$ cat src/design/rv_macros.svh
`ifndef RV_MACROS_SVH
`define RV_MACROS_SVH

// Integer register and data word width
`define XLEN 32

// Byte lanes per data memory word
`define DMEM_LANES 4

// Word address width of one bank, 256 words deep
`define DMEM_AW 8

`endif

$ cat src/design/dmem_byte_bank.sv
`timescale 1ns/1ps
`default_nettype none

`include "rv_macros.svh"

module dmem_byte_bank (
    input  wire logic                clk,
    input  wire logic                reset,
    input  wire logic [`DMEM_AW-1:0] addr,
    input  wire logic [7:0]          wdata,
    input  wire logic                write_n,
    input  wire logic                read,
    output logic [7:0]               rdata
);

    logic [7:0] mem [0:(1 << `DMEM_AW)-1];

    always_ff @(posedge clk) begin
        if (!write_n) begin
            mem[addr] <= wdata;
        end
    end

    // Read port only moves on a read, so the last load value stays put
    always_ff @(posedge clk or negedge reset) begin
        if (!reset) begin
            rdata <= 8'h00;
        end else if (read) begin
            rdata <= mem[addr];
        end
    end

    // The EX/MEM register never issues a read and a write together
    no_read_write_overlap: assert property (
        @(posedge clk) disable iff (!reset)
        !(read && !write_n)
    );

endmodule

`default_nettype wire

$ cat config.mk
export PLATFORM = sky130hd
export DESIGN_NAME = dmem_byte_bank
export DESIGN_NICKNAME = d
export VERILOG_FILES = /design/src/design/dmem_byte_bank.sv
export VERILOG_INCLUDE_DIRS = /design/src /design/src/design
export SDC_FILE = /design/constraint.sdc
export NUM_CORES = 2
export LEC_CHECK = 0
export BUFFER_PORTS_ARGS = -buffer_cell sky130_fd_sc_hd__buf_2
export CAP_MARGIN = 0
export CORE_MARGIN = 3
export CORE_UTILIZATION = 40
export CTS_BUF_LIST = sky130_fd_sc_hd__clkbuf_16
export DETAILED_ROUTE_END_ITERATION = 16
export GPL_TIMING_DRIVEN = 0
export PLACE_DENSITY_LB_ADDON = 0.08
export SYNTH_ARGS = -nofsm -noshare
export SYNTH_HDL_FRONTEND = slang
export SYNTH_SLANG_ARGS = --single-unit
$ cat constraint.sdc
create_clock -name clk -period 4.2 [get_ports clk]
set_input_delay 0 -clock clk [delete_from_list [all_inputs] [get_ports clk]]
set_output_delay 0 -clock clk [all_outputs]
set_load 0.05 [all_outputs]
[After elaboration in Yosys (flattened, before gate mapping)]
Memory sizes are Yosys's and may differ from the RTL's. A register that Yosys moved wholly into a read port is not among the register bits.
Index checks and enable logic that the tools add are counted.
Cells by class
  muxes and demuxes: 1
  reductions and logical operators: 1
Operators by type and width (number)
  $logic_not 1->1: 1
  $mux 1: 1
Word-level totals
  bits in registers: 0
  memory bits (writable): 2048
  output and inout port bits: 8
  memories kept: 1
Memories
  mem: words 256, width 8, read ports 1, clocked after memory_dff 1, write ports 1, RTL line dmem_byte_bank.sv:16  | logic [7:0] mem [0:(1 << `DMEM_AW)-1];

[Depth between registers and ports, before layout]
  word-level depth: 1
  gate-level depth with buffers: 13
  mapped depth without buffers: 7

[Worst setup path after synthesis]
No wires, ideal clock.
  path type: input-to-reg
  start point: input port addr[1]
  end point: memory mem[151][0] (enable)
  data required time: 3.817 ns
  data arrival time: 2.208 ns
  setup slack: 1.608 ns
  stages: 9
  buffers on the path: 7
  path through: buf_4 -> buf_2 -> buf_2 -> buf_2 -> buf_2 -> buf_2 -> nand2_1 -> clkbuf_1 -> nor3_1
RTL lines
  from (decl): RTL line dmem_byte_bank.sv:9  | input wire logic [`DMEM_AW-1:0] addr,
  to (decl): RTL line dmem_byte_bank.sv:16
No word-level cell before the write port.

[Worst setup path in the final report]
  start point: input port addr[1]
  end point: memory mem[51][6] (enable)
No word-level cell before the write port.

==> results.yml <==
run_status:
  status: "finished, violations left"
  violations: "max-capacitance violations, max-slew violations, negative setup slack"
timing:
  rsz0062_at_grt: "yes"
  post-route-period-util_pct: 105
  tightest_slew_ns: 1.56
  tns_ns: -14.75
  hold_slack_ns: 0.153
  post-route-min-period_ns: 4.43
  drv_slew: 32
  clock_skew_ns: 0.0345
  hold_viol_final: 0
  finalSetupViolations: 191
  slew_headroom_pct: -3.77
  fin_ws_ns: -0.227
  timing.fmax_mhz: 226
worst_hold_path:
  whs_path_depth: 3
  hold_class: "primary input to register"
  hold_start: "write_n"
drt:
  vias: 41000
  postRouteAntennaNets: 0
  viasPerCell: 6.07
  drc_errors: 0
  drtIter0Drc: 5949
  wirelength_um: 279000
  drt_pass1_iterations: 5
  post_drt_wl_per_cell_um: 41.3
power_and_ir_drop:
  p_leak_nw: 28.4
  ir_drop_uv: 367
  powerDensity_mw_per_mm2: 473
worst_setup_path:
  crit_cells: 10
  path_buf_inv: 7
  critical-path-max-stage-delay_ns: 1.05
  r2r_start: "mem[223][0]"
  cp_cell_sequence: "buf_4 > buf_6 > buf_4 > buf_2 > buf_2 > buf_2 > and2_1 > nand2_1 > clkbuf_2 > nor2_1"
  critPathArrivalTime_ns: 4.88
  cp.required_ns: 4.66
  critical_path_class: "primary input to register"
  reg2reg_depth: 7
  critPathMaxFanout: 10
  endpoint_kind: "register"
  cpMaxStageDelayCell: "nor2_1"
  critPathMostFrequentCell: "buf_2"
  crit_family: "buffers and inverters"
  worstSetupStartpointType: "primary input"
  timing.critical_path.from: "addr[1]"
synth:
  synth_top_family_by_area: "multiplexers"
  synthXorXnorAreaFrac_pct: 0
  yosys.area_share.simple_pct: 2.34
  synthAdderAreaFrac_pct: 0
  synth-async-reset-ratio_pct: 0.389
  ys_types: 48
  synthMuxAreaShare_pct: 17.3
  synth.largest_area_cell: "edfxtp_1"
  synth_area_leaders: "edfxtp_1 77%, mux4_2 15%, mux2i_1 2.2%, nor2_1 1.2%, a22oi_1 0.49%"
  synth_ff_type: "edfxtp_1"
  syn_area_mm2: 0.0800
  synth_compound_area_share_pct: 1.61
  ys_seq_area_share_pct: 77.1
  yosys_warnings: 0
  netlist.area_leader.share_pct: 76.9
  synth_edf_count: 2048
  syn-instance-count: 3643
  avgSynthCellArea_um2: 22.0
  ys_ff_latch: 2056
  syn_nets: 3663
flow_run:
  cap_violations: 3
finish:
  num-nets-final: 3957
  layout_commonest_cell: "edfxtp_1"
  final_area_mm2: 0.0914
  area_delta_synth_final_pct: 14.3
  drive_gt1_share_pct: 28.7
  layout_common_cells: "2048 x edfxtp_1, 526 x mux4_2, 217 x clkbuf_16"
  multi_input_area_mm2: 0.0176
  fill_cells: 16600
  ff_latch_area_mm2: 0.0617
global_routing:
  use_met1_pct: 37.8
  antenna_found_initial: 24
  overflow: 0
  grt.busiest_layer: "met2"
  grtUsageMet3_pct: 6.14
  grt_usage_pct: 27.2
  grt_max_degree: 145
  grt_pass1_vias: 40700
  grt_pass1_wl_um: 372000
  grt_util_met2_pct: 42.1
placement:
  placed_area_mm2: 0.0844
  dp_hpwl_um: 182000
  portBuffers: 22
  place_congestion: 0.918
clocking:
  clkTransAtPathRegs_ns: 0.06
  h-tree-depth: 4
  clockBufferDepth: 3
  numCtsBuffers: 214
  root_buffer: "clkbuf_16"
  cts_setup_buffers: 0
  cts_tree: "built"
  clk_latency_ns: 0.86
  cts.sinks: 2056
die:
  ioPinCount: 28
  coreArea_mm2: 0.198
  initial_core_util_pct: 40.4
  die_x_um: 453
  rows: 163
  die_area_mm2: 0.205
  die_y_um: 453
## cells in the mapped netlist (2+ instances only)
master and number:
a211o_1 3, a21oi_1 30, a221oi_1 3, a22o_1 2, a22oi_1 52, a31oi_1 12, a32o_1 3, a32oi_1 9
and2_1 5, buf_1 9, buf_2 56, buf_4 42, buf_6 26, clkbuf_1 86, dfrtp_1 8, edfxtp_1 2048
mux2_2 21, mux2i_1 177, mux4_2 526, nand2_1 80, nand2b_1 4, nand3_1 13, nand4_1 3, nor2_1 252
nor2b_1 16, nor3_1 55, nor4_1 2, o2111ai_1 2, o21ai_0 31, o21ai_1 5, o22ai_1 37, o31ai_1 3
or2_2 5, or4_1 3
## tightest hold or removal path: cells and delay by family
family,cells,cell delay (ns)
buffers and inverters,1,0.28
AND/OR/NAND/NOR,2,0.49
## area by class of cell
| type | count | share of cell area (%) |
|---|---|---|
| flip-flops and latches | 2056 | 67.5 |
| multi-input cells | 1365 | 19.3 |
| clock buffers | 217 | 5.94 |
| well taps | 2640 | 3.61 |
| plain buffers | 218 | 1.45 |
| repair buffers | 80 | 1.11 |
| clock inverters | 167 | 1.10 |
| diodes | 5 | 0.0137 |
| inverters | 2 | 0.0109 |
## registers in the layout, indices dropped and copies added, names as in the netlist
signal and flops:
mem 2048, rdata 8
## report_power, final
group          switching, W  internal (W)  leakage [nW]
clock               0.00803       0.00983          3.35
combinational       0.00189      0.000786          6.60
sequential        0.0000339        0.0226          18.5
## logic make-up after synthesis
kind of cell | after synthesis
buf+inv | 222
simple gates | 444
compound gates | 197
mux | 724
flops | 2056
## routing by layer
layer / part of all wire, % / up-vias
li1: - / 15900
met1: 41 / 22600
met2: 46 / 2020
met3: 8.3 / 484
met4: 4.4 / 2
met5: 0.0047 / -
## repair_timing
item | CTS | global route
endpoints found under the setup margin | 1056 | 121
gates resized for setup | 123 | 10
endpoints found under the hold margin | 1031 | 0
hold buffers | 11 | 0
## worst paths after layout
kind / slack (ns) / to
setup / recovery: -0.23 / mem[51][6]
hold / removal: 0.15 / mem[21][6]
setup reg to reg: 0.72 / rdata[0]
hold reg to reg: 0.62 / rdata[1]
max in group asynchronous: 3.30 / rdata[5]
min in group asynchronous: 0.48 / rdata[4]
## metrics by stage
| stage | setup WS, ns | total power, W | std cells | utilization (%) |
|---|---|---|---|---|
| floorplan | 1.61 | 0.0243 | 3643 | - |
| global placement | -2.43 | 0.0257 | 6305 | 42.1 |
| detailed placement | -2.15 | 0.0257 | 6351 | 42.6 |
| CTS | -0.125 | 0.0434 | 6744 | 46.1 |
| global route | -0.147 | 0.0443 | 6749 | 46.2 |
| finish | -0.227 | 0.0432 | 6750 | 46.2 |
(Power assumes the default switching activity.)
