$ cat src/design/rv_macros.svh
`ifndef RV_MACROS_SVH
`define RV_MACROS_SVH

// Integer register and data word width
`define XLEN 32

// Byte lanes per data memory word
`define DMEM_LANES 4

// Word address width of one bank, 256 words deep
`define DMEM_AW 8

`endif

$ cat src/design/mem_pkg.sv
`default_nettype none

`include "rv_macros.svh"

package mem_pkg;

    // One data memory word seen as a whole, as bytes or as halfwords
    typedef union packed {
        logic [`XLEN-1:0]            word;
        logic [`DMEM_LANES-1:0][7:0] bytes;
        logic [1:0][15:0]            halves;
    } mem_word_u;

    // Per-lane write enable, active low
    // All ones means no lane is written
    typedef logic [`DMEM_LANES-1:0] lane_mask_t;

endpackage

`default_nettype wire

$ cat src/design/rv_isa_pkg.sv
`default_nettype none

package rv_isa_pkg;

    // funct3 field of loads and stores
    // Unsigned encodings only occur on loads
    typedef enum logic [2:0] {
        LSU_B  = 3'b000,
        LSU_H  = 3'b001,
        LSU_W  = 3'b010,
        LSU_BU = 3'b100,
        LSU_HU = 3'b101
    } lsu_funct3_e;

endpackage

`default_nettype wire

$ cat src/design/exe_mem_reg.sv
`timescale 1ns/1ps
`default_nettype none

`include "rv_macros.svh"

module exe_mem_reg (
    input  wire logic                clk,
    input  wire logic                reset,
    input  wire logic [`XLEN-1:0]    exe_alu_out,
    input  wire logic [`XLEN-1:0]    exe_store_data,
    input  wire logic [2:0]          exe_funct3,
    input  wire logic [`XLEN-1:0]    exe_pc,
    input  wire logic [4:0]          exe_write_addr,
    input  wire logic                exe_rd_src,
    input  wire logic                exe_mem_to_reg,
    input  wire logic                exe_mem_write,
    input  wire logic                exe_mem_read,
    input  wire logic                exe_reg_write,
    input  wire logic                exe_f_reg_write,
    input  wire logic                im_stall,
    input  wire logic                dm_stall,
    output mem_pkg::mem_word_u       mem_wdata,
    output mem_pkg::lane_mask_t      mem_write_mask,
    output logic [`XLEN-1:0]         mem_addr,
    output logic                     mem_read,
    output logic [2:0]               mem_funct3,
    output logic [`XLEN-1:0]         mem_pc,
    output logic [4:0]               mem_write_addr,
    output logic                     mem_rd_src,
    output logic                     mem_mem_to_reg,
    output logic                     mem_reg_write,
    output logic                     mem_f_reg_write
);

    mem_pkg::mem_word_u  store_in;
    mem_pkg::mem_word_u  store_lanes;
    mem_pkg::lane_mask_t store_mask;

    assign store_in.word = exe_store_data;

    // Store lane steering
    // Narrow data is copied into every lane, the mask picks the live ones
    always_comb begin
        store_lanes.word = store_in.word;
        store_mask = '1;
        if (exe_mem_write) begin
            case (rv_isa_pkg::lsu_funct3_e'(exe_funct3))
                rv_isa_pkg::LSU_B: begin
                    store_lanes.bytes = {`DMEM_LANES{store_in.bytes[0]}};
                    store_mask = ~(mem_pkg::lane_mask_t'(1) << exe_alu_out[1:0]);
                end
                rv_isa_pkg::LSU_H: begin
                    store_lanes.halves = {2{store_in.halves[0]}};
                    // Address bit 1 picks the upper pair
                    store_mask = exe_alu_out[1] ? 4'b0011 : 4'b1100;
                end
                default: begin
                    store_mask = '0;
                end
            endcase
        end
    end

    always_ff @(posedge clk or negedge reset) begin
        if (!reset) begin
            mem_addr        <= '0;
            mem_wdata       <= '0;
            mem_write_mask  <= '1;
            mem_read        <= 1'b0;
            mem_funct3      <= 3'd0;
            mem_pc          <= '0;
            mem_write_addr  <= 5'd0;
            mem_rd_src      <= 1'b0;
            mem_mem_to_reg  <= 1'b0;
            mem_reg_write   <= 1'b0;
            mem_f_reg_write <= 1'b0;
        end else if (im_stall && !dm_stall) begin
            // Keep the record but drop the access so it happens only once
            mem_read       <= 1'b0;
            mem_write_mask <= '1;
        end else if (!dm_stall) begin
            mem_addr        <= exe_alu_out;
            mem_wdata       <= store_lanes;
            mem_write_mask  <= store_mask;
            mem_read        <= exe_mem_read;
            mem_funct3      <= exe_funct3;
            mem_pc          <= exe_pc;
            mem_write_addr  <= exe_write_addr;
            mem_rd_src      <= exe_rd_src;
            mem_mem_to_reg  <= exe_mem_to_reg;
            mem_reg_write   <= exe_reg_write;
            mem_f_reg_write <= exe_f_reg_write;
        end
        // dm_stall holds everything, the access simply repeats
    end

    // A load never carries a write into the banks
    read_without_write: assert property (
        @(posedge clk) disable iff (!reset)
        mem_read |-> (&mem_write_mask)
    );

endmodule

`default_nettype wire

$ cat config.mk
export PLATFORM = sky130hd
export DESIGN_NAME = exe_mem_reg
export DESIGN_NICKNAME = d
export VERILOG_FILES = /design/src/design/mem_pkg.sv /design/src/design/rv_isa_pkg.sv /design/src/design/exe_mem_reg.sv
export VERILOG_INCLUDE_DIRS = /design/src /design/src/design
export SDC_FILE = /design/constraint.sdc
export NUM_CORES = 1
export LEC_CHECK = 0
export BUFFER_PORTS_ARGS = -buffer_cell sky130_fd_sc_hd__buf_2
export CAP_MARGIN = 20
export CORE_MARGIN = 8
export CORE_UTILIZATION = 49
export DETAILED_ROUTE_END_ITERATION = 7
export PLACE_DENSITY = 0.94
export SLEW_MARGIN = 20
export SYNTH_ARGS = -nofsm -noshare
export SYNTH_HDL_FRONTEND = slang
export SYNTH_SLANG_ARGS = --single-unit
$ cat constraint.sdc
create_clock -name clk -period 1.45 [get_ports clk]
set_input_delay 0.29 -clock clk [delete_from_list [all_inputs] [get_ports clk]]
set_output_delay 0.29 -clock clk [all_outputs]
set_load 0.005 [all_outputs]
* After elaboration in Yosys (flattened, before gate mapping)
Cells that the tools add are included.
** Word-level totals
- Output and inout port bits :: 113
- Input bits :: 114
- Word-level logic and storage cells :: 30
- Register bits after elaboration :: 113
** Operators by class
- Shifts and indexed selects :: 1
- Mux-type cells :: 9
- Reduce and logical (&&, ||, !) cells :: 4
- Bitwise logic cells :: 3
- Eq/ne operators :: 2
** Operator list (number)
- $pmux 32 s2 :: 1
- $mux 32 :: 1
- $mux 4 :: 4
- $pmux 4 s2 :: 1
- $not 4->4 :: 1
- $shl 1x2->4 const A :: 1
- $eq 3x1->1 const B :: 1
- $logic_not 3->1 :: 1
- $mux 1 :: 2
- $ne 2x1->1 const B :: 1
- $not 1->1 :: 2
- $reduce_and 2->1 :: 1
- $logic_and 1x1->1 :: 1
- $logic_not 1->1 :: 1

* Longest topological paths before layout
- Depth in word-level cells :: 6
- Depth in mapped cells :: 7
- Gate-level depth less buffers :: 3

* Worst setup path after synthesis
Ideal clock, no wire load.
- Kind :: input-to-reg
- Start :: in dm_stall
- End :: reg mem_addr[10]
- Cell stages on the path :: 7
- Required time :: 1.333 ns
- Slack :: 0.068 ns
- Library setup time :: 0.117 ns
- Data arrival time :: 1.265 ns
- Buffers on the path :: 4
- Cells stage by stage :: buf_2 or2_2 buf_2 buf_2 buf_2 nand2_1 nand2_1
** On the way
- Longest elaborated chain between the ends :: 4
- Elaborated cells on any way between the ends :: 5
- Classes of those cells :: bitwise: 2; reduce/logical: 3
** RTL lines
- start, declared :: RTL line exe_mem_reg.sv:21 : input wire logic dm_stall,
- $logic_not 1->1
- $logic_and 1x1->1 :: RTL line exe_mem_reg.sv:77 : end else if (im_stall && !dm_stall) begin
- $not 1->1 (no line)
- $reduce_and 2->1 (no line) (*)
- end signal, assigned :: RTL line exe_mem_reg.sv:82 : mem_addr <= exe_alu_out;
- end, declared :: RTL line exe_mem_reg.sv:24 : output logic [`XLEN-1:0] mem_addr,
Mark *: on every way between the ends. The rest lies on a longest branch, timed or not.
A chain may end at the register's enable or synchronous reset.

* Final worst setup path
- Start :: reg mem_write_mask[2]
- End :: out mem_write_mask[2]
** RTL lines
- start, declared :: RTL line exe_mem_reg.sv:23 : output mem_pkg::lane_mask_t mem_write_mask,
- start signal, assigned :: RTL line exe_mem_reg.sv:84 : mem_write_mask <= store_mask;
No word-level cell between the ends.

==> metrics <==
gr usage total 0.248; max-slew violations 0; top cells by area, synth dfrtp_1 60%, nand2_1 23%, o31ai_1 2.6%, dfstp_2 2.3%, nor2_1 2.2%; critical path arrival 1.14 ns; CTS Sinks 113; CP peak stage delay 0.55 ns; sequential share of the synthesized area 0.621; ys flop type dfrtp_1; sw frac 0.264; total power 8.98 mW; Post-Synthesis Cells 511; Placed Instance Area 5890 um2; Clock power frac 0.406; Crit Path Category reg -> out; Final Hold Fails 0; YS warnings 0; Psw 2.37 mW; drt via density 5.01; worst-case clock buffer depth 2; CTS Buf Count 17; Slowest-stage cell, CP dfstp_2; vias in the first global route 4,974; Int Power 6.60 mW; Mapped Nets 625; Post-synth EDFFs 0; clock insertion delay at the later pin of the skew report 0.49 ns; worst slew pin tran 0.388 ns; Comb power frac 0.172; power density over the cells 1260 nW/um2; Worst VDD drop 0.901 mV; initial antenna violation count 1; synthesized cell area 4560 um2; IO Pins 227; max cap viols 0; average wire per standard cell 16.8 um; hold_sp exe_alu_out[6]; Mapped Avg Cell Area 8.92 um2; RSZ-0062 raised after global routing true; Seq pwr share 0.421; worst min path class in -> reg; Place WS -0.0961 ns; commonest non-fill, non-tap cell in the layout nand2_1; CP Launch Type register; filler cell count 577; diode count 0; post-CTS setup buffer count 0; Final Util 0.781; share of the synthesized area in the top cell type 0.598; Final #Nets 925; Synth cell types 22; area leader, netlist dfrtp_1; initial core utilization 0.498; Pre-Repair DR Iteration Count 5; vias 4,675; GP Congestion 0.782; cell leakage power 3.91 nW; CP required 1.16 ns; worst-path maximum fanout 2; CTS H-tree depth 4; endpoint class of the critical path primary output; site row count 35; skew final 0 ns; total core area 9150 um2; setup ws final 0.0232 ns; first-pass GRT wire length 24.8 mm; Tcrit/Tclk final 0.984; critical path, cell by cell buf_6; outcome completed; min Tclk post-route 1.43 ns; most frequent cells in the layout 282 x nand2_1, 221 x buf_2, 109 x dfrtp_1, 70 x dlygate4sd3_1, 26 x nor2_1; DR DRC count 0; IO buf count 226; Final ANT Viol Nets 0; final WL 15.7 mm; Final Cell Area 7150 um2; CP bufs+invs 1; Setup crit start mem_write_mask[2]$_DFFE_PN1P_; initial DRC count 302; worst reg2reg startpoint mem_write_mask[1]$_DFFE_PN1P_; Fmax achieved 0.701 GHz; FF+latch count, synth 113; Rel. slew slack 0.742; die width 112 um; die area 12,600 um2; Top Registers mem_addr: 32 flops, mem_pc: 32 flops, mem_wdata: 32 flops; Worst-path clk slew 0.05 ns; synthesis-to-finish area growth 56.8%; layout cell share with drive strength beyond 1 0.338; clk root buf clkbuf_8; CTS tree yes; Post-synth ARST share 1.00; GRT overflow 0; largest net degree at the start of global routing 76; Setup Viol. Count Final 0; Largest delay share family, worst path flip-flops; DP Wirelength 10.3 mm; DIE HEIGHT 112 um
-- cells by family after synthesis --
logic type      after synthesis  share of synthesized area
simple gates                327                      0.281
buf+inv                      30                     0.0313
flops                       113                      0.621
compound gates               41                     0.0667
-- timing repair --
action                     4_1_cts  5_1_grt
hold endpoints to repair        90        0
setup endpoints to repair        4        4
gates resized for setup          4        0
cloned                           0        0
hold buffers                    70        0
-- area by class of cell --
class	count	area (um2)	share of cell area
Inverter	1	3.75	0.000525
Clock inverter	11	91.3	0.0128
Tap cell	111	139	0.0194
Clock buffer	20	435	0.0609
Timing Repair Buffer	310	2050	0.287
Sequential cell	113	2830	0.396
Multi-Input combinational cell	368	1590	0.223
-- worst paths after layout --
check / to / cells after the start / slack [ns]
min in group asynchronous: mem_wdata[20]$_DFFE_PN0P_ / 2 / 0.25
max in group asynchronous: mem_write_mask[2]$_DFFE_PN1P_ / 3 / 0.65
hold / removal: mem_addr[6]$_DFFE_PN0P_ / 3 / 0.03
setup reg to reg: mem_write_mask[1]$_DFFE_PN1P_ / 2 / 0.63
setup / recovery: mem_write_mask[2] / 1 / 0.02
hold reg to reg: mem_pc[5]$_DFFE_PN0P_ / 2 / 0.47
-- power by group through the flow --
stage	clock (mW)	sequential, mW	combinational (mW)
after floorplan	0	3.85	0.479
after global placement	0	3.79	1.33
after CTS	3.71	3.77	1.54
after global routing	3.86	3.82	1.71
final	3.65	3.78	1.55
after detailed placement	0	3.81	1.38
-- cells in the mapped netlist (4+ instances only) --
cell	number
nand2_1	282
buf_2	9
a211oi_1	6
dfstp_2	4
dfrtp_1	109
o31ai_1	16
a31oi_1	8
a21oi_1	7
nor2b_1	12
nor2_1	27
clkbuf_1	18
-- metrics by stage --
stage / hold slack [ns] / setup TNS (ns) / std cells
3_3_place_gp: 0.219 / -0.441 / 833
3_5_place_dp: 0.219 / -0.790 / 833
2_1_floorplan: -0.00559 / 0 / 511
6_report: 0.0251 / 0 / 934
5_1_grt: 0.0155 / -0.0465 / 934
4_1_cts: 0.00273 / 0 / 934
-- layer usage --
metal / share of wire / routed length, um / global-route usage / up-vias
li1: - / - / - / 2202
met1: 0.36 / 5580 / 0.248 / 2207
met2: 0.53 / 8260 / 0.448 / 224
met3: 0.085 / 1330 / 0.0961 / 40
met4: 0.031 / 492 / 0.107 / 2
met5: 0.00064 / 10 / 0 / -
No activity file was read; power rests on OpenSTA's default activity.
