## config.mk

```make
export PLATFORM = sky130hd
export DESIGN_NAME = load_align
export DESIGN_NICKNAME = d
export VERILOG_FILES = /design/src/design/mem_pkg.sv /design/src/design/rv_isa_pkg.sv /design/src/design/load_align.sv
export VERILOG_INCLUDE_DIRS = /design/src /design/src/design
export SDC_FILE = /design/constraint.sdc
export NUM_CORES = 1
export LEC_CHECK = 0
export ABC_AREA = 1
export CORE_MARGIN = 3
export CORE_UTILIZATION = 25
export CTS_BUF_LIST = sky130_fd_sc_hd__clkbuf_8
export CTS_CLUSTER_DIAMETER = 50
export DETAILED_ROUTE_END_ITERATION = 6
export DONT_BUFFER_PORTS = 1
export PLACE_DENSITY = 0.46
export SETUP_SLACK_MARGIN = 0.15
export SLEW_MARGIN = 30
export SYNTH_ARGS = -nofsm -noshare
export SYNTH_HDL_FRONTEND = slang
export SYNTH_SLANG_ARGS = --single-unit
```

## constraint.sdc

```tcl
create_clock -name clk -period 1.45 [get_ports clk]
set_input_delay 0.29 -clock clk [delete_from_list [all_inputs] [get_ports clk]]
set_output_delay 0.29 -clock clk [all_outputs]
set_load 0.05 [all_outputs]
```

## src/design/rv_macros.svh

```systemverilog
`ifndef RV_MACROS_SVH
`define RV_MACROS_SVH

// Integer register and data word width
`define XLEN 32

// Byte lanes per data memory word
`define DMEM_LANES 4

// Word address width of one bank, 256 words deep
`define DMEM_AW 8

`endif

```

## src/design/mem_pkg.sv

```systemverilog
`default_nettype none

`include "rv_macros.svh"

package mem_pkg;

    // One data memory word seen as a whole, as bytes or as halfwords
    typedef union packed {
        logic [`XLEN-1:0]            word;
        logic [`DMEM_LANES-1:0][7:0] bytes;
        logic [1:0][15:0]            halves;
    } mem_word_u;

    // Per-lane write enable, active low
    // All ones means no lane is written
    typedef logic [`DMEM_LANES-1:0] lane_mask_t;

endpackage

`default_nettype wire

```

## src/design/rv_isa_pkg.sv

```systemverilog
`default_nettype none

package rv_isa_pkg;

    // funct3 field of loads and stores
    // Unsigned encodings only occur on loads
    typedef enum logic [2:0] {
        LSU_B  = 3'b000,
        LSU_H  = 3'b001,
        LSU_W  = 3'b010,
        LSU_BU = 3'b100,
        LSU_HU = 3'b101
    } lsu_funct3_e;

endpackage

`default_nettype wire

```

## src/design/load_align.sv

```systemverilog
`timescale 1ns/1ps
`default_nettype none

`include "rv_macros.svh"

module load_align (
    input  wire logic               clk,
    input  wire logic               reset,
    input  wire mem_pkg::mem_word_u rdata,
    input  wire logic [`XLEN-1:0]   mem_alu_out,
    input  wire logic [2:0]         mem_funct3,
    input  wire logic [`XLEN-1:0]   mem_pc,
    input  wire logic [4:0]         mem_write_addr,
    input  wire logic               mem_rd_src,
    input  wire logic               mem_mem_to_reg,
    input  wire logic               mem_reg_write,
    input  wire logic               mem_f_reg_write,
    input  wire logic               im_stall,
    input  wire logic               dm_stall,
    output logic                    wb_reg_write,
    output logic                    wb_f_reg_write,
    output logic [4:0]              wb_write_addr,
    output logic [`XLEN-1:0]        wb_data
);

    logic [`XLEN-1:0] alu_q;
    logic [`XLEN-1:0] pc_q;
    logic [2:0]       funct3_q;
    logic             rd_src_q;
    logic             mem_to_reg_q;
    logic [7:0]       load_byte;
    logic [15:0]      load_half;
    logic [`XLEN-1:0] load_val;

    always_ff @(posedge clk or negedge reset) begin
        if (!reset) begin
            alu_q          <= '0;
            pc_q           <= '0;
            funct3_q       <= 3'd0;
            rd_src_q       <= 1'b0;
            mem_to_reg_q   <= 1'b0;
            wb_write_addr  <= 5'd0;
            wb_reg_write   <= 1'b0;
            wb_f_reg_write <= 1'b0;
        end else if (!im_stall && !dm_stall) begin
            alu_q          <= mem_alu_out;
            pc_q           <= mem_pc;
            funct3_q       <= mem_funct3;
            rd_src_q       <= mem_rd_src;
            mem_to_reg_q   <= mem_mem_to_reg;
            wb_write_addr  <= mem_write_addr;
            wb_reg_write   <= mem_reg_write;
            wb_f_reg_write <= mem_f_reg_write;
        end
    end

    // Byte offset of the load picks the lane
    assign load_byte = rdata.bytes[alu_q[1:0]];
    assign load_half = rdata.halves[alu_q[1]];

    always_comb begin
        case (rv_isa_pkg::lsu_funct3_e'(funct3_q))
            rv_isa_pkg::LSU_B:  load_val = {{(`XLEN-8){load_byte[7]}}, load_byte};
            rv_isa_pkg::LSU_BU: load_val = {{(`XLEN-8){1'b0}}, load_byte};
            rv_isa_pkg::LSU_H:  load_val = {{(`XLEN-16){load_half[15]}}, load_half};
            rv_isa_pkg::LSU_HU: load_val = {{(`XLEN-16){1'b0}}, load_half};
            default:            load_val = rdata.word;
        endcase
    end

    // Load value first, then link address, then ALU result
    assign wb_data = mem_to_reg_q ? load_val :
                     rd_src_q     ? pc_q + `XLEN'd4 :
                                    alu_q;

endmodule

`default_nettype wire

```

After elaboration in Yosys (flattened, before gate mapping)
Index checks and enable logic that the tools add are counted.
{"block": "classes", "n_reduce_logical": 4, "order_cmp": 2, "add_sub_neg": 1, "n_mux": 7, "n_eq_ne": 3}
{"cell": "$pmux 32 s4", "n": 1}
{"cell": "$mux 32", "n": 2}
{"cell": "$add 32x3->32 const B", "n": 1}
{"cell": "$mux 16", "n": 2}
{"cell": "$bmux 8 s2", "n": 1}
{"cell": "$mux 8", "n": 1}
{"cell": "$eq 3x3->1 const B", "n": 2}
{"cell": "$eq 3x1->1 const B", "n": 1}
{"cell": "$logic_not 3->1", "n": 1}
{"cell": "$lt 2x3->1 const B", "n": 1}
{"cell": "$logic_not 1->1", "n": 2}
{"cell": "$lt 1x2->1 const B", "n": 1}
{"cell": "$logic_and 1x1->1", "n": 1}
{"block": "word_totals", "in_bits": 112, "reg_bits": 76, "wordCells": 25, "output_inout_bits": 39}

Longest topological paths before layout
Gate-level depths: netlist of run 1.
{"block": "logic_depth", "depth_word": 4, "depth_mapped": 10, "ltp_nobuf": 10}

Least setup slack after synthesis of run 1
OpenSTA, ideal clock, no wires.
{"block": "synth_timing", "path_kind": "reg-to-output", "from": "register funct3_q[1]", "to": "output port wb_data[4]", "path_stages_with_launch": 8, "slack_ps": -932, "t_arrival_ps": 2092, "path_buffers": 2, "path_cell_list": "dfrtp_1 > buf_4 > inv_1 > nand3_2 > buf_6 > o21ai_0 > o21ai_0 > o21ai_0"}
{"block": "synth_via", "elab_chain_len": 3}
{"element": "start: declaration", "line_no": "load_align.sv:28", "source": "logic [2:0] funct3_q;"}
{"element": "start signal: assignment", "line_no": "load_align.sv:48", "source": "funct3_q <= mem_funct3;"}
{"element": "$eq 3x3->1 (tied with other cells)", "line_no": "load_align.sv:62", "source": "case (rv_isa_pkg::lsu_funct3_e'(funct3_q))"}
{"element": "$pmux 32 s4 (*)", "line_no": "load_align.sv:62"}
{"element": "$mux 32 (*)", "line_no": "load_align.sv:72", "source": "assign wb_data = mem_to_reg_q ? load_val :"}
{"element": "end: declaration", "line_no": "load_align.sv:23", "source": "output logic [`XLEN-1:0] wb_data"}
Every way passes the cells marked *; elsewhere a longest branch is shown, timed or not.

Final worst setup path of run 1
{"block": "layout_timing", "from": "register pc_q[3]", "to": "output port wb_data[10]"}
{"block": "layout_via", "elab_chain_len": 3}
{"element": "start: declaration", "line_no": "load_align.sv:27", "source": "logic [`XLEN-1:0] pc_q;"}
{"element": "start signal: assignment", "line_no": "load_align.sv:47", "source": "pc_q <= mem_pc;"}
{"element": "$add 32x3->32", "line_no": "load_align.sv:73", "source": "rd_src_q ? pc_q + `XLEN'd4 :"}
{"element": "$mux 32", "line_no": "load_align.sv:73"}
{"element": "$mux 32", "line_no": "load_align.sv:72"}
No other way between the ends.

==> results of run 1 <==
registers in the layout, indices dropped and copies added (netlist names):
signal,count
alu_q,32
funct3_q,3
mem_to_reg_q,1
pc_q,32
rd_src_q,1
wb_f_reg_write,1
wb_reg_write,1
wb_write_addr,5
power by group:
part / total (uW) / internal [uW] / switching [uW] / leakage, uW
Sequential: 2700 / 2400 / 299 / 0.000915
Clock: 1740 / 801 / 941 / 0.0000960
Combinational: 4170 / 1530 / 2650 / 0.00232
area by class of cell:
| type | instances | share of cell area [%] |
|---|---|---|
| clock buffers | 9 | 1.63 |
| clock inverters | 7 | 0.957 |
| inverters | 82 | 4.19 |
| multi-input cells | 565 | 48.1 |
| flip-flops and latches | 76 | 25.3 |
| well taps | 270 | 4.45 |
| repair buffers | 115 | 15.4 |
metrics by stage:
stage                     utilization [%]  power [uW]  instance area (um2)  cells
after floorplan                         -        5220                 5550    761
after global placement               32.2        6350                 6550   1087
after detailed placement             32.2        6340                 6550   1087
after CTS                            34.7        8370                 7040   1114
after global routing                 37.4        9120                 7590   1124
final                                37.4        8620                 7590   1124
per-layer routing:
layer / up-vias / global-route usage [%] / share of wire (%)
met5: - / 0 / 0
met4: 0 / 3.89 / 1.0
met3: 14 / 6.32 / 8.0
met2: 128 / 27.3 / 47
met1: 2411 / 23.0 / 44
li1: 2611 / - / -
timing repair:
item	in CTS	in global routing
gates cloned	2	1
buffers inserted	9	9
setup endpoints to repair	39	32
gates resized for setup	70	122
pin swaps	30	67
hold endpoints to repair	76	76
worst reg2reg max path, cell delays in order, from the launching register on:
cell	delay [ns]
dfrtp_2	0.46
inv_4	0.07
buf_4	0.14
buf_4	0.12
o21ai_0	0.15
cells by family after synthesis:
logic type / synth area share [%]
flops: 36.6
compound gates: 15.4
xor+xnor: 0.843
fa+ha+maj: 0.241
buf+inv: 11.0
mux: 3.23
simple gates: 32.8
how the worst max path moves through the flow:
stage | cells after the start | to | from | slack (ns)
6_report | 8 | wb_data[10] | pc_q[3] | -0.77
5_1_grt | 8 | wb_data[10] | pc_q[3] | -0.89
4_1_cts | 9 | wb_data[21] | pc_q[2] | -0.78
3_5_place_dp | 7 | wb_data[7] | alu_q[1] | -0.41
3_3_place_gp | 7 | wb_data[7] | alu_q[1] | -0.45
2_1_floorplan | 9 | wb_data[22] | pc_q[3] | -0.19
cell usage in the layout, fill, tap and decap left out, types with 2 or more instances in the layout:
cell,netlist,layout
buf_4,2,77
nand4_1,2,2
nor2_8,3,3
nand3_4,1,5
o21ai_4,0,4
o211ai_1,3,3
dfrtp_2,0,11
nand3_1,53,29
buf_6,4,19
o21ai_1,4,13
nand3_2,1,22
o21ai_2,0,16
o21ai_0,101,72
a21oi_2,0,2
xor2_1,4,2
inv_2,2,5
buf_12,0,18
nor2_2,7,11
dfrtp_1,76,65
nand2_8,0,10
inv_4,0,2
mux2_2,14,14
nand2_4,4,26
clkinv_2,0,2
nand2_1,253,166
a21oi_1,45,43
nor2_4,6,19
clkinvlp_4,0,2
inv_1,80,74
clkbuf_8,5,9
o22ai_4,0,2
nor2_1,47,30
inv_6,0,3
nand2_2,7,62
==> results.cfg, run 1 <==
[outcome]
status = finished with violations
violations = hold timing, setup timing

[min_path]
hold_path.class = primary input to asynchronous set/reset pin

[critical_path]
cp-end-kind = output port
slowest_delay_ns = 0.43
path_max_fanout = 7
crit_arrival_ns = 1.93
path_class = register to output port
cp_top_family = simple AND/OR/NAND/NOR gates
worst-path-buf-inv = 1
cp_slowest_cell = dfrtp_1
cp_cell_sequence = ha_4 > nand2_4 > nor2_8 > nand2_8 > xor2_4 > o21ai_2 > nand2_2 > buf_12
r2r_end = funct3_q[1]
r2r_slack_ns = 0.42
critPathRequiredTime_ns = 1.16
start_kind = register
critical_path.reg2reg.startpoint = funct3_q[1]
reg2reg_depth = 4

[route]
num_vias = 5164
drtIter0Drc = 313
post_drt_wl_per_cell_um = 17.6
drc = 0
drtPass1Iterations = 4
antenna_left = 0
routed_via_density = 4.59
finalWirelength_um = 19800

[finish]
drive_above_1_share_pct = 41.1
final_nets = 962
fill_cells = 2176
area_growth_pct = 46.0
area.sequential_um2 = 1920
antenna_cells = 0
multi_input_area_um2 = 3650

[clock_network]
clk_pin_slew_worst_paths_ns = 0.09
ctsLongestPathBuffers = 2
h-tree-depth = 3
cts_tree = built
cts.sinks = 76
clock_latency_ns = 0.38
cts_root_buf = clkbuf_8
numCtsBuffers = 9

[logic_synthesis]
syn-cell-area_um2 = 5200
synthTopCellsByArea = dfrtp_1 37%, nand2_1 18%, o21ai_0 9.7%
synth_common_cells = 253 x nand2_1, 101 x o21ai_0, 80 x inv_1, 76 x dfrtp_1, 53 x nand3_1
yosys.area.top_type = dfrtp_1
synth-main-ff-cell = dfrtp_1
synth_fp_nets = 874
async_reset_ff_share_pct = 100
syn_inst = 761
syn_avg_cell_area_um2 = 6.83
yosysWarningCount = 0
synth-edff-count = 0
seq_area_frac_synth_pct = 36.6
synth.most_common_cell = nand2_1
yosysTopAreaCellShare_pct = 36.6
ys_types = 33
ys_seq_elements = 76

[global_route]
antenna_found_initial = 0
track_usage_pct = 17.4
overflow = 0
grt_pass1_wl_um = 29800
grt_max_degree = 77
grt_pass1_vias = 5255

[sta]
setup_tns_ns = -21.79
min_period_over_period_pct = 153
hold_viol_final = 76
fin_ws_ns = -0.774
hold_ws_ns = -0.407
worst_pin_slew_ns = 0.405
maxSlewHeadroom_pct = 72.7
setup_violations = 32
finClkSkew_ns = 0
fmax_mhz = 450
drv_slew = 0
rsz0062_at_grt = true
layout_min_cycle_time_ns = 2.22

[power]
power_leakage_uw = 0.00333
p_per_area_nw_per_um2 = 1140
ir_drop_mv = 0.653

[place]
post-place-ws_ns = -0.415
hpwl_um = 15000
gp_congestion = 0.833
io_buffers = 0

[floorplanning]
die_w_um = 150
rows = 52
die-height_um = 150
num_io_pins = 151
initial_utilization_pct = 25.6
dieArea_um2 = 22600
coreArea_um2 = 20300

[run]
drv_cap = 0
No activity file was read; power rests on OpenSTA's default activity.
==> run 2: changes to the inputs <==
--- a/config.mk
+++ b/config.mk
@@ -13,7 +13,7 @@
 export CTS_CLUSTER_DIAMETER = 50
 export DETAILED_ROUTE_END_ITERATION = 6
 export DONT_BUFFER_PORTS = 1
-export PLACE_DENSITY = 0.46
+export PLACE_DENSITY = 0.49
 export SETUP_SLACK_MARGIN = 0.15
 export SLEW_MARGIN = 30
 export SYNTH_ARGS = -nofsm -noshare
==> constraint.sdc (replaced) <==
create_clock -name clk -period 1.45 [get_ports clk]
set_input_delay 0.2175 -clock clk [delete_from_list [all_inputs] [get_ports clk]]
set_output_delay 0.2175 -clock clk [all_outputs]
set_load 0.05 [all_outputs]
==> results.cfg, run 2 (synthesized netlist as in run 1, its figures left out) <==
[critical_path]
path_class = register to output port
slowest_delay_ns = 0.43
cp_slowest_cell = dfrtp_2
cp-end-kind = output port
start_kind = register
critPathRequiredTime_ns = 1.23
path_max_fanout = 4
cp_cell_sequence = ha_4 > nand2_4 > nor2_8 > buf_4 > buf_6 > buf_6 > nand4_1 > nand3_2 > nand2_4 > nand2_8
crit_arrival_ns = 1.91

[min_path]
hold_path.class = primary input to asynchronous set/reset pin

[floorplanning]
coreArea_um2 = 20300
initial_utilization_pct = 25.6
die_w_um = 150
rows = 52
dieArea_um2 = 22600
num_io_pins = 151
die-height_um = 150

[outcome]
violations = hold timing, setup timing
status = finished with violations

[clock_network]
hold_buffers = 68
cts_root_buf = clkbuf_8
h-tree-depth = 3
clock_latency_ns = 0.38
ctsLongestPathBuffers = 2
cts_tree = built
cts.sinks = 76
clk_pin_slew_worst_paths_ns = 0.10
numCtsBuffers = 9

[route]
routed_via_density = 4.56
drtPass1Iterations = 4
drc = 0
post_drt_wl_per_cell_um = 16.7
antenna_left = 0
finalWirelength_um = 19800
drtIter0Drc = 260
num_vias = 5403

[global_route]
antenna_found_initial = 0
grt_pass1_wl_um = 30100
track_usage_pct = 17.4
grt_pass1_vias = 5528
grt_max_degree = 77
overflow = 0

[finish]
fill_cells = 2159
area_growth_pct = 58.4
final_nets = 1023
antenna_cells = 0
final_common_cell = nand2_1
final_util_pct = 40.5
drive_above_1_share_pct = 37.0
finalNonFillerCells = 1184
largestRegisters = alu_q: 32 flops, pc_q: 32 flops, wb_write_addr: 5 flops
final_cell_mix = 165 x nand2_1, 73 x inv_1, 73 x buf_4

[sta]
hold_ws_ns = -0.474
rsz0062_at_grt = true
fin_ws_ns = -0.680
worst_pin_slew_ns = 0.482
drv_slew = 0
fmax_mhz = 469
maxSlewHeadroom_pct = 67.9
finClkSkew_ns = 0
hold_viol_final = 76
layout_min_cycle_time_ns = 2.13
setup_violations = 32
min_period_over_period_pct = 147

[place]
dp_cells = 1079
io_buffers = 0
post-place-ws_ns = -0.270
gp_congestion = 0.837
hpwl_um = 14800

[power]
ir_drop_mv = 0.581
power_leakage_uw = 0.00362
p_per_area_nw_per_um2 = 1050

[run]
drv_cap = 0
==> run 2: final timing paths <==
kind / startpoint / to / slack, ns / depth (start not counted)
min in group clk: mem_pc[28] / pc_q[28] / 0.01 / 2
max reg2reg: funct3_q[1] / funct3_q[1] / 0.42 / 4
max: pc_q[2] / wb_data[14] / -0.68 / 10
min reg2reg: alu_q[2] / alu_q[2] / 0.51 / 1
min: reset / pc_q[15] / -0.47 / 0
max in group asynchronous: reset / pc_q[3] / 1.79 / 0
==> run 2: report_power, final <==
part	total [uW]	switching, uW	internal (uW)
registers	2690	289	2400
clock network	1570	939	628
logic	4390	2720	1670
==> run 2: final cells by class <==
class	instances	area, um2	area share [%]
multi-input combinational	565	3700	45.0
sequential	76	1910	23.2
timing repair buffer	176	1790	21.8
clock inverter	6	45.0	0.547
clock buffer	9	124	1.51
inverter	82	318	3.86
tap	270	338	4.10
==> run 2: repair_timing <==
action	in CTS	in global routing
setup buffers	7	13
endpoints found under the setup margin	32	32
gates cloned	1	1
resized for setup	76	122
pin swaps	37	54
hold endpoints to repair	144	76
==> run 2: metrics by stage <==
stage / power [uW] / instance area (um2) / setup TNS (ns)
2_1_floorplan: 5220 / 5550 / -1.44
3_3_place_gp: 6290 / 6500 / -6.60
3_5_place_dp: 6300 / 6500 / -6.86
4_1_cts: 8320 / 7670 / -19.67
5_1_grt: 9130 / 8230 / -21.40
6_report: 8640 / 8230 / -18.44
==> run 2: critical path: cells and delay by family (launching register included) <==
kind          cells  cell delay (ns)
flops             1             0.43
simple gates      6             0.64
fa+ha+maj         1             0.16
buf+inv           3             0.30
==> run 2: routing by layer <==
metal | GRT usage (%) | vias up | part of all wire [%]
li1 | - | 2730 | -
met1 | 22.5 | 2510 | 44
met2 | 28.2 | 140 | 47
met3 | 5.72 | 23 | 7.4
met4 | 4.44 | 0 | 2.3
met5 | 0 | - | 0
